===== src/hw/div_rs_pkg.sv =====
package div_rs_pkg;

    localparam int RS_ENTRIES    = 16;
    localparam int RS_IDX_W      = 4;
    localparam int SELECT_WINDOW = 8;  // entries from head seen by the picker
    localparam int TAG_W         = 8;
    localparam int PC_W          = 32;
    localparam int OP_W          = 4;

    // physical register tag, also used on every result bus
    typedef logic [TAG_W-1:0] phys_tag_t;

    typedef logic [PC_W-1:0] pc_t;

    typedef logic [OP_W-1:0] div_op_t;

    typedef logic [RS_IDX_W-1:0] rs_idx_t;  // wraps mod RS_ENTRIES

    typedef logic [RS_ENTRIES-1:0] rs_mask_t;  // one bit per slot

endpackage

===== src/hw/div_rs.sv =====
`timescale 1ns/1ns

module div_rs (
    input  logic                  clk,
    input  logic                  rst,
    input  logic                  dispatch_valid,
    input  div_rs_pkg::pc_t       dispatch_pc,
    input  div_rs_pkg::phys_tag_t dispatch_rd,
    input  div_rs_pkg::div_op_t   dispatch_op,
    input  div_rs_pkg::phys_tag_t dispatch_src1,
    input  div_rs_pkg::phys_tag_t dispatch_src2,
    input  logic                  dispatch_src1_ready,
    input  logic                  dispatch_src2_ready,
    input  logic                  alu_valid,
    input  div_rs_pkg::phys_tag_t alu_tag,
    input  logic                  mul_valid,
    input  div_rs_pkg::phys_tag_t mul_tag,
    input  logic                  div_valid,
    input  div_rs_pkg::phys_tag_t div_tag,
    input  logic                  load_valid,
    input  div_rs_pkg::phys_tag_t load_tag,
    input  logic                  exception,
    input  logic                  mret,
    output logic                  full,
    output logic                  issue_valid,
    output div_rs_pkg::pc_t       issue_pc,
    output div_rs_pkg::phys_tag_t issue_rd,
    output div_rs_pkg::div_op_t   issue_op,
    output div_rs_pkg::phys_tag_t issue_src1,
    output div_rs_pkg::phys_tag_t issue_src2
);
    import div_rs_pkg::*;

    logic     alloc_en;
    rs_idx_t  alloc_idx;
    rs_idx_t  head;
    rs_mask_t busy;
    rs_mask_t ready;
    logic     flush;
    logic     pick_valid;
    rs_idx_t  pick_idx;

    div_rs_ctrl i_ctrl (
        .clk            (clk),
        .rst            (rst),
        .dispatch_valid (dispatch_valid),
        .exception      (exception),
        .mret           (mret),
        .pick_valid     (pick_valid),
        .pick_idx       (pick_idx),
        .alloc_en       (alloc_en),
        .alloc_idx      (alloc_idx),
        .head           (head),
        .busy           (busy),
        .flush          (flush),
        .full           (full)
    );

    rs_payload_store i_payload (
        .clk         (clk),
        .rst         (rst),
        .alloc_en    (alloc_en),
        .alloc_idx   (alloc_idx),
        .dispatch_pc (dispatch_pc),
        .dispatch_rd (dispatch_rd),
        .dispatch_op (dispatch_op),
        .pick_valid  (pick_valid),
        .pick_idx    (pick_idx),
        .issue_pc    (issue_pc),
        .issue_rd    (issue_rd),
        .issue_op    (issue_op)
    );

    rs_wakeup i_wakeup (
        .clk                 (clk),
        .rst                 (rst),
        .flush               (flush),
        .alloc_en            (alloc_en),
        .alloc_idx           (alloc_idx),
        .dispatch_src1       (dispatch_src1),
        .dispatch_src2       (dispatch_src2),
        .dispatch_src1_ready (dispatch_src1_ready),
        .dispatch_src2_ready (dispatch_src2_ready),
        .alu_valid           (alu_valid),
        .alu_tag             (alu_tag),
        .mul_valid           (mul_valid),
        .mul_tag             (mul_tag),
        .div_valid           (div_valid),
        .div_tag             (div_tag),
        .load_valid          (load_valid),
        .load_tag            (load_tag),
        .pick_valid          (pick_valid),
        .pick_idx            (pick_idx),
        .ready               (ready),
        .issue_src1          (issue_src1),
        .issue_src2          (issue_src2)
    );

    rs_issue_select i_select (
        .clk         (clk),
        .rst         (rst),
        .flush       (flush),
        .head        (head),
        .busy        (busy),
        .ready       (ready),
        .pick_valid  (pick_valid),
        .pick_idx    (pick_idx),
        .issue_valid (issue_valid)
    );

endmodule


===== src/hw/rs_issue_select.sv =====
`timescale 1ns/1ns

module rs_issue_select (
    input  logic                 clk,
    input  logic                 rst,
    input  logic                 flush,
    input  div_rs_pkg::rs_idx_t  head,
    input  div_rs_pkg::rs_mask_t busy,
    input  div_rs_pkg::rs_mask_t ready,
    output logic                 pick_valid,
    output div_rs_pkg::rs_idx_t  pick_idx,
    output logic                 issue_valid
);
    import div_rs_pkg::*;

    rs_mask_t cand;

    assign cand = busy & ready;

    // first candidate by distance from head, inside the window
    always_comb begin
        rs_idx_t idx;
        pick_valid = 1'b0;
        pick_idx   = head;
        for (int off = 0; off < SELECT_WINDOW; off++) begin
            idx = head + RS_IDX_W'(off);  // wraps mod RS_ENTRIES
            if (!pick_valid && cand[idx]) begin
                pick_valid = 1'b1;
                pick_idx   = idx;
            end
        end
    end

    always_ff @(posedge clk) begin
        if (rst || flush) begin
            issue_valid <= 1'b0;
        end else begin
            issue_valid <= pick_valid;
        end
    end

endmodule


===== src/hw/rs_wakeup.sv =====
`timescale 1ns/1ns

module rs_wakeup (
    input  logic                   clk,
    input  logic                   rst,
    input  logic                   flush,
    input  logic                   alloc_en,
    input  div_rs_pkg::rs_idx_t    alloc_idx,
    input  div_rs_pkg::phys_tag_t  dispatch_src1,
    input  div_rs_pkg::phys_tag_t  dispatch_src2,
    input  logic                   dispatch_src1_ready,
    input  logic                   dispatch_src2_ready,
    input  logic                   alu_valid,
    input  div_rs_pkg::phys_tag_t  alu_tag,
    input  logic                   mul_valid,
    input  div_rs_pkg::phys_tag_t  mul_tag,
    input  logic                   div_valid,
    input  div_rs_pkg::phys_tag_t  div_tag,
    input  logic                   load_valid,
    input  div_rs_pkg::phys_tag_t  load_tag,
    input  logic                   pick_valid,
    input  div_rs_pkg::rs_idx_t    pick_idx,
    output div_rs_pkg::rs_mask_t   ready,
    output div_rs_pkg::phys_tag_t  issue_src1,
    output div_rs_pkg::phys_tag_t  issue_src2
);
    import div_rs_pkg::*;

    phys_tag_t src1_mem [RS_ENTRIES];
    phys_tag_t src2_mem [RS_ENTRIES];
    rs_mask_t  rdy1;
    rs_mask_t  rdy2;
    rs_mask_t  hit1;
    rs_mask_t  hit2;
    logic      new_rdy1;
    logic      new_rdy2;

    // tag seen on any of the four result buses this cycle
    function automatic logic bcast_hit(input phys_tag_t tag);
        return (alu_valid  && alu_tag  == tag) ||
               (mul_valid  && mul_tag  == tag) ||
               (div_valid  && div_tag  == tag) ||
               (load_valid && load_tag == tag);
    endfunction

    always_comb begin
        for (int i = 0; i < RS_ENTRIES; i++) begin
            hit1[i] = bcast_hit(src1_mem[i]);
            hit2[i] = bcast_hit(src2_mem[i]);
        end
    end

    // same-cycle broadcast counts as ready at dispatch
    assign new_rdy1 = dispatch_src1_ready | bcast_hit(dispatch_src1);
    assign new_rdy2 = dispatch_src2_ready | bcast_hit(dispatch_src2);

    assign ready = rdy1 & rdy2;

    always_ff @(posedge clk) begin
        if (alloc_en) begin
            src1_mem[alloc_idx] <= dispatch_src1;
            src2_mem[alloc_idx] <= dispatch_src2;
        end
        if (pick_valid) begin
            issue_src1 <= src1_mem[pick_idx];
            issue_src2 <= src2_mem[pick_idx];
        end
    end

    always_ff @(posedge clk) begin
        if (rst || flush) begin
            rdy1 <= '0;
            rdy2 <= '0;
        end else begin
            rdy1 <= rdy1 | hit1;
            rdy2 <= rdy2 | hit2;
            if (alloc_en) begin
                rdy1[alloc_idx] <= new_rdy1;  // overrides stale slot state
                rdy2[alloc_idx] <= new_rdy2;
            end
        end
    end

endmodule


===== src/hw/rs_payload_store.sv =====
`timescale 1ns/1ns

module rs_payload_store (
    input  logic                  clk,
    input  logic                  rst,
    input  logic                  alloc_en,
    input  div_rs_pkg::rs_idx_t   alloc_idx,
    input  div_rs_pkg::pc_t       dispatch_pc,
    input  div_rs_pkg::phys_tag_t dispatch_rd,
    input  div_rs_pkg::div_op_t   dispatch_op,
    input  logic                  pick_valid,
    input  div_rs_pkg::rs_idx_t   pick_idx,
    output div_rs_pkg::pc_t       issue_pc,
    output div_rs_pkg::phys_tag_t issue_rd,
    output div_rs_pkg::div_op_t   issue_op
);
    import div_rs_pkg::*;

    pc_t       pc_mem [RS_ENTRIES];
    phys_tag_t rd_mem [RS_ENTRIES];
    div_op_t   op_mem [RS_ENTRIES];

    always_ff @(posedge clk) begin
        if (alloc_en) begin
            pc_mem[alloc_idx] <= dispatch_pc;
            rd_mem[alloc_idx] <= dispatch_rd;
            op_mem[alloc_idx] <= dispatch_op;
        end
    end

    // issue read port, holds between picks
    always_ff @(posedge clk) begin
        if (rst) begin
            issue_pc <= '0;
            issue_rd <= '0;
            issue_op <= '0;
        end else if (pick_valid) begin
            issue_pc <= pc_mem[pick_idx];
            issue_rd <= rd_mem[pick_idx];
            issue_op <= op_mem[pick_idx];
        end
    end

endmodule


===== src/hw/div_rs_ctrl.sv =====
`timescale 1ns/1ns

module div_rs_ctrl (
    input  logic                clk,
    input  logic                rst,
    input  logic                dispatch_valid,
    input  logic                exception,
    input  logic                mret,
    input  logic                pick_valid,
    input  div_rs_pkg::rs_idx_t pick_idx,
    output logic                alloc_en,
    output div_rs_pkg::rs_idx_t alloc_idx,
    output div_rs_pkg::rs_idx_t head,
    output div_rs_pkg::rs_mask_t busy,
    output logic                flush,
    output logic                full
);
    import div_rs_pkg::*;

    rs_idx_t          tail;
    rs_mask_t         live;   // allocated, not yet passed by head
    logic [RS_IDX_W:0] count; // 0..RS_ENTRIES
    logic             retire;

    assign flush     = exception | mret;
    assign full      = (count == (RS_IDX_W+1)'(RS_ENTRIES));
    assign alloc_en  = dispatch_valid & ~full;
    assign alloc_idx = tail;

    // head moves over slots already sent to the divider
    assign retire = live[head] & ~busy[head];

    always_ff @(posedge clk) begin
        if (rst || flush) begin
            head  <= '0;
            tail  <= '0;
            count <= '0;
            live  <= '0;
            busy  <= '0;
        end else begin
            if (pick_valid) begin
                busy[pick_idx] <= 1'b0;  // issued
            end
            if (alloc_en) begin
                live[tail] <= 1'b1;
                busy[tail] <= 1'b1;
                tail       <= tail + 1'b1;
            end
            if (retire) begin
                live[head] <= 1'b0;
                head       <= head + 1'b1;
            end
            case ({alloc_en, retire})
                2'b10:   count <= count + 1'b1;
                2'b01:   count <= count - 1'b1;
                default: count <= count;  // both or neither
            endcase
        end
    end

endmodule


===== config.mk =====
export PLATFORM = sky130hd
export DESIGN_NAME = div_rs
export DESIGN_NICKNAME = d
export VERILOG_FILES = /design/src/hw/div_rs_pkg.sv /design/src/hw/div_rs.sv /design/src/hw/rs_issue_select.sv /design/src/hw/rs_wakeup.sv /design/src/hw/rs_payload_store.sv /design/src/hw/div_rs_ctrl.sv
export SDC_FILE = /design/constraint.sdc
export NUM_CORES = 2
export LEC_CHECK = 0
export BUFFER_PORTS_ARGS = -buffer_cell sky130_fd_sc_hd__buf_2
export CORE_UTILIZATION = 60
export DETAILED_ROUTE_END_ITERATION = 16
export PLACE_DENSITY = 0.77
export RECOVER_POWER = 100
export SYNTH_ARGS = -nofsm -noshare
export SYNTH_HDL_FRONTEND = slang
export SYNTH_SLANG_ARGS = --single-unit

===== constraint.sdc =====
create_clock -name clk -period 5.8 [get_ports clk]
set_input_delay 0.29 -clock clk [delete_from_list [all_inputs] [get_ports clk]]
set_output_delay 0.29 -clock clk [all_outputs]
set_load 0.05 [all_outputs]

======== After elaboration in Yosys (flattened, before gate mapping) ========
Memories as Yosys holds them, arrays and structs flattened. A register that Yosys moved wholly into a read port is not among the register bits.
Cells that the tools add are included.
W data, S select, Z words.
word-level totals
  bits in registers ....................... 78
  bits in writable memories ............... 960
  input bits .............................. 103
  output and inout bits ................... 62
  logic and storage cells ................. 503
  memories kept ........................... 5
operators by class
  add/sub/neg operators ................... 10
  $lt $le $gt $ge ......................... 13
  eq/ne operators ......................... 139
  multiplexer cells ....................... 54
  bitwise gates (word level) .............. 17
  reduce and logical (&&, ||, !) cells .... 257
memories
  name               depth  bits a word  read ports  clocked after Yosys merged registers in  wr ports  RTL line                RTL
  i_payload.pc_mem   16     32           1           1                                        1         rs_payload_store.sv:19  pc_t pc_mem [RS_ENTRIES];
  i_payload.rd_mem   16     8            1           1                                        1         rs_payload_store.sv:20  phys_tag_t rd_mem [RS_ENTRIES];
  i_wakeup.src1_mem  16     8            17          1                                        1         rs_wakeup.sv:29         phys_tag_t src1_mem [RS_ENTRIES];
  i_wakeup.src2_mem  16     8            17          1                                        1         rs_wakeup.sv:30         phys_tag_t src2_mem [RS_ENTRIES];
  i_payload.op_mem   16     4            1           1                                        1         rs_payload_store.sv:21  div_op_t op_mem [RS_ENTRIES];
operators by type and width
  cell                   count
  $eq A8 B8 Y1           136
  $logic_and A1 B1 Y1    146
  $mux W16               8
  $logic_or A1 B1 Y1     103
  $and A16 B16 Y16       4
  $or A16 B16 Y16        4
  $lt A4 B5 Y1 const B   10
  $bmux W1 S4            10
  $bwmux W16             2
  $not A16 Y16           2
  $mux W4                7
  $mux W1                23
  $add A4 B3 Y4 const B  4
  $demux W1 S4           3
  $ge A4 B1 Y1 const B   3
  $pmux W5 S2            1
  $add A4 B1 Y4 const B  2
  $add A4 B2 Y4 const B  2
  $logic_not A1 Y1       7
  $add A5 B1 Y5 const B  1
  $eq A5 B5 Y1 const B   1
  $sub A5 B1 Y5 const B  1
  $or A1 B1 Y1           3
  $and A1 B1 Y1          2
  4 further kinds        5

======== Longest topological paths before layout ========
  word-level depth ........................ 36
  gate-level depth with buffers ........... 19
  depth with buffers taken out ............ 14

======== By module ========
A second synthesis with hierarchy kept.
unflattened totals
  cell total of the unflattened synthesis .. 4544
  area total of the unflattened synthesis .. 58573.7 µm²
modules (own cells, without submodules)
  module            instances  cells each  area an instance (µm²)  seq. area each (µm²)
  rs_payload_store  1          1661        28767.6                 22021.1
  rs_wakeup         1          2442        25808.5                 8808.4
  div_rs_ctrl       1          255         2342.2                  900.9
  rs_issue_select   1          186         1655.3                  20.0

======== Worst setup path before layout ========
OpenSTA, ideal clock, no wires.
  kind .................................... register -> register
  start ................................... register i_ctrl.head[0]
  end ..................................... register i_wakeup.issue_src1[4], read port of i_wakeup.src1_mem, data pin
  library setup time ...................... 275 ps
  data arrival time ....................... 3906 ps
  data required time ...................... 5525 ps
  setup slack ............................. 1619 ps
  stages on the path, launching flop included .. 19
  buffers on the path ..................... 5
  period minus slack after synthesis ...... 4181 ps
  cell sequence ........................... dfxtp_1 -> inv_2 -> buf_2 -> ha_1 -> buf_4 -> inv_6 -> mux4_2 -> o22ai_1 -> nor2_1 -> mux2_2 -> a31oi_1 -> nand3b_2 -> nand2_4 -> buf_6 -> buf_6 -> clkbuf_1 -> a31oi_1 -> a32oi_1 -> o221ai_1
on the way
  word-level cells in the longest chain between the ends .. 24
  elaborated cells on any way between the ends .. 52
  those cells by class .................... add/sub (7); mux (31); reduce/logical (14)
ends and longest elaborated chain
  item                                                                    RTL line           RTL
  start: declaration                                                      div_rs_ctrl.sv:13  output div_rs_pkg::rs_idx_t head,
  start signal: assignment                                                div_rs_ctrl.sv:51  head <= head + 1'b1;
  parallel branches: the longest is 24 deep, another holds $add A4 B1 Y4  n/a
  end: declaration                                                        rs_wakeup.sv:24    output div_rs_pkg::phys_tag_t issue_src1,
Parallel ways; which one is timed is not known. The select of a mux whose other input is x is not followed.
A chain may end at the register's enable or synchronous reset.

======== Final worst setup path ========
  start ................................... register i_ctrl.count[0]
  end ..................................... memory i_payload.pc_mem[4][31] in the netlist's numbering (enable)
on the way
  word-level cells in the longest chain between the ends .. 5
ends and longest elaborated chain
  item                           RTL line                RTL
  start: declaration             div_rs_ctrl.sv:22       logic [RS_IDX_W:0] count;
  start signal: assignment       div_rs_ctrl.sv:54       2'b10: count <= count + 1'b1;
  start signal: assignment       div_rs_ctrl.sv:55       2'b01: count <= count - 1'b1;
  start signal: assignment       div_rs_ctrl.sv:56       default: count <= count;
  $eq A5 B5 Y1                   div_rs_ctrl.sv:26       assign full = (count == (RS_IDX_W+1)'(RS_ENTRIES));
  $not A1 Y1                     div_rs_ctrl.sv:27       assign alloc_en = dispatch_valid & ~full;
  $and A1 B1 Y1                  div_rs_ctrl.sv:27
  $mux W1                        rs_payload_store.sv:24  if (alloc_en) begin
  $mux W1 (not written as such)  rs_payload_store.sv:25  pc_mem[alloc_idx] <= dispatch_pc;
  end: declaration               rs_payload_store.sv:19
No other way between the ends.

==> flow_summary_export.csv <==
group,metric,value,unit
clocking,cts_inserted_buffers,108,
worst_setup_path,r2r_start,"i_ctrl.count[0]",
sta,worst_slack,0.338,ns
route,dr.first_iter.drc_count,5886,
sta,max_freq,183,MHz
global_routing,grt_max_degree,69,
worst_setup_path,cp-start-kind,"flop",
route,wl_met2,82200,µm
final_layout,final_common_cell,"edfxtp_1",
sta,setup_viol_count_final,0,
pwr,power.density,271,nW/µm²
clocking,cts_tree,"yes",
final_layout,utilization,66.2,%
floorplanning,coreArea,93900,µm²
final_layout,final_cell_mix,"edfxtp_1 (976), xor2_1 (829), xnor2_1 (278), nor2_1 (216), nand3_1 (200)",
route,m1WireLength,66000,µm
route,ant_nets,0,
yosys,ys_seq_area_share,55.4,%
clocking,clk_pin_slew,0.06,ns
flow_run,maxCapViolCount,31,
worst_setup_path,cpPeakStageDelay,1.84,ns
route,routed_wl,184000,µm
yosys,synth_flop_cell,"edfxtp_1",
yosys,yosysWarnings,0,
clocking,cts_buffer_depth,3,
worst_setup_path,critPathCaptureType,"flop",
sta,timing.final.crit_period,5.46,ns
yosys,netlist_top_cells_area,"edfxtp_1 (51%), xor2_1 (13%), dfxtp_1 (4.3%), xnor2_1 (4.3%), mux4_2 (3.2%)",
final_layout,num-nets-final,4720,
yosys,postSynthCellCount,4723,
worst_setup_path,r2r_end,"i_payload.pc_mem[4][31]",
worst_setup_path,crit_chain,"nor4_1 -> and2_0 -> nor2b_1 -> nand3_1 -> inv_1 -> buf_2",
sta,post-route-period-util,94.2,%
floorplanning,die_w,311,µm
worst_setup_path,crit_start,"i_ctrl.count[0]",
worst_setup_path,crit_end,"i_payload.pc_mem[4][31]",
worst_setup_path,r2r_setup_slack,0.34,ns
floorplanning,io_pins,165,
sta,rsz0062_at_grt,"false",
final_layout,drive_gt1_share,9.92,%
worst_setup_path,critPathMaxFanout,43,
worst_hold_path,hp-start,"exception",
worst_setup_path,critical_path.top_delay_family,"buffers and inverters",
sta,final-max-slew-violation-count,923,
placement,dp_hpwl,107000,µm
outcome,violations,"max-capacitance violations, max-slew violations",
floorplanning,start_util,61.0,%
route,highest_layer,"met5",
pwr,ir_worst_vdd,0.324,mV
worst_setup_path,worstPathRequired,6.15,ns
worst_setup_path,rr_worst_depth,6,
global_routing,antenna_found_initial,3,
yosys,yosys.area.top_type,"edfxtp_1",
floorplanning,floorplan.die_area,96700,µm²
worst_hold_path,min_path_type,"primary input to flop",
global_routing,grt_pass1_wl,268000,µm
final_layout,ff_latch_area,31800,µm²
sta,final.setup_skew,0.0644,ns
clocking,clkSinkCount,1098,
final_layout,area_delta_synth_final,8.58,%
global_routing,grt_overflow,0,
sta,slew-limit-headroom,-64.0,%
sta,hold_viol_final,0,
yosys,syn_area,57300,µm²
clocking,root_buffer,"clkbuf_16",
clocking,worstSkewPairLatency,0.75,ns
global_routing,grt_usage,37.6,%
floorplanning,die_h,311,µm
clocking,h-tree-depth,3,
yosys,synthArstFlopShare,0,%
sta,worstMarginPinSlew,2.46,ns
yosys,syn_avg_cell_area,12.1,µm²
floorplanning,rows,112,
worst_setup_path,worstSetupPathDepth,6,
yosys,ys_types,82,
route,first_pass_iters,6,
pwr,p_leak,21.2,nW
global_routing,grt_pass1_vias,40000,
worst_setup_path,worstSetupPathType,"flop to flop",
placement,numPortBuffers,164,
worst_setup_path,crit_buf_inv,2,
outcome,status,"finished, violations left",
placement,gp_congestion,0.994,
yosys,synth-edff-count,976,
sta,setup-tns-final,0,ns
final_layout,multi_input_area,23000,µm²
worst_setup_path,cp_slowest_cell,"inv_1",
final_layout,fillers,6892,
route,wl_met3,22400,µm
route,via_per_inst,6.87,
placement,dpl_worst_slack,0.523,ns
route,drc_errors,0,
clocking,cts_setup_buffers,0,
yosys,yosysTopAreaCellShare,51.2,%
yosys,synth_seq_cells,1098,
worst_setup_path,crit_arrival,5.81,ns
route,vias,40900,
route,wl_per_cell,31.0,µm
yosys,syn_nets,4848,
## report_power, final
part	switching, mW	internal [mW]
clock	3.14	3.96
sequential	0.0283	8.64
combinational	0.735	0.325
## tightest hold or removal path, delay by kind of cell
kind | cells | cell delay (ns)
AOI/OAI and AO/OA | 2 | 0.12
buffers and inverters | 2 | 0.28
and+or+nand+nor | 1 | 0.04
## cell usage after synthesis (18+ instances only)
library cell / n
a311oi_1: 19
o41ai_1: 21
a211oi_1: 45
nand2_1: 186
clkbuf_2: 25
o221ai_1: 18
nor3_1: 53
xor2_1: 829
nor4_1: 196
o21bai_1: 25
a221o_1: 24
a21oi_1: 110
buf_2: 57
mux4_2: 82
nor2_1: 216
buf_1: 107
ha_1: 21
mux2i_1: 138
inv_1: 34
and2_1: 23
a31oi_1: 63
dfxtp_1: 122
xnor2_1: 278
nand4_1: 98
clkbuf_1: 342
o22ai_1: 33
a22oi_1: 140
buf_4: 24
edfxtp_1: 976
nand3_1: 201
o21ai_0: 65
## flip-flops by register name (all words and copies together), names as in the netlist, 32 cells and up
register,flops
i_payload.op_mem,64
i_payload.pc_mem,512
i_wakeup.src2_mem,128
i_payload.rd_mem,128
i_wakeup.src1_mem,128
i_payload.issue_pc,32
## area by class of cell
class,instances,share of cell area [%]
Tap cell,1254,2.52
Antenna cell,3,0.0121
Timing Repair Buffer,327,3.29
Multi-Input combinational cell,3020,37.0
Clock inverter,64,1.06
Sequential cell,1098,51.1
Inverter,40,0.262
Clock buffer,140,4.77
## logic make-up (layout without fill, tap and decap cells)
logic type	count (synthesis)	in the layout	synth area share, %
mux	228	228	5.89
flops	1098	1098	55.4
buf+inv	605	571	4.44
xor+xnor	1107	1107	16.9
other cells	0	3	0
compound gates	633	633	7.68
simple gates	1030	1030	9.12
fa+ha+maj	22	22	0.494
## routing by layer
metal	track usage, %	vias to the layer above
li1	-	17000
met4	22.9	2
met2	58.1	3138
met3	7.88	814
met1	49.1	20000
met5	0	-
## timing repair
item                                   4_1_cts  5_1_grt
endpoints found under the hold margin      704        0
gates resized for setup                      0        0
hold buffers                                44        0
## through the flow
stage          std cells  hold WS, ns  total power, mW  instance area, µm²
2_1_floorplan       4723        0.389             9.42               57300
3_3_place_gp        5695        0.463             9.80               58400
3_5_place_dp        5695        0.473             9.82               58400
4_1_cts             5943       0.0318             16.8               62500
5_1_grt             5945       0.0690             17.2               62200
6_report            5946       0.0660             16.8               62200
## how the worst min path moves through the flow
stage,slack [ns],depth (start not counted),endpoint
5_1_grt,0.07,5,i_ctrl.live[1]
6_report,0.07,5,i_ctrl.live[1]
2_1_floorplan,0.39,0,i_payload.op_mem[0][0]
3_5_place_dp,0.47,2,i_ctrl.live[2]
4_1_cts,0.03,5,i_ctrl.live[1]
3_3_place_gp,0.46,2,i_ctrl.count[4]
(Power assumes the default switching activity.)
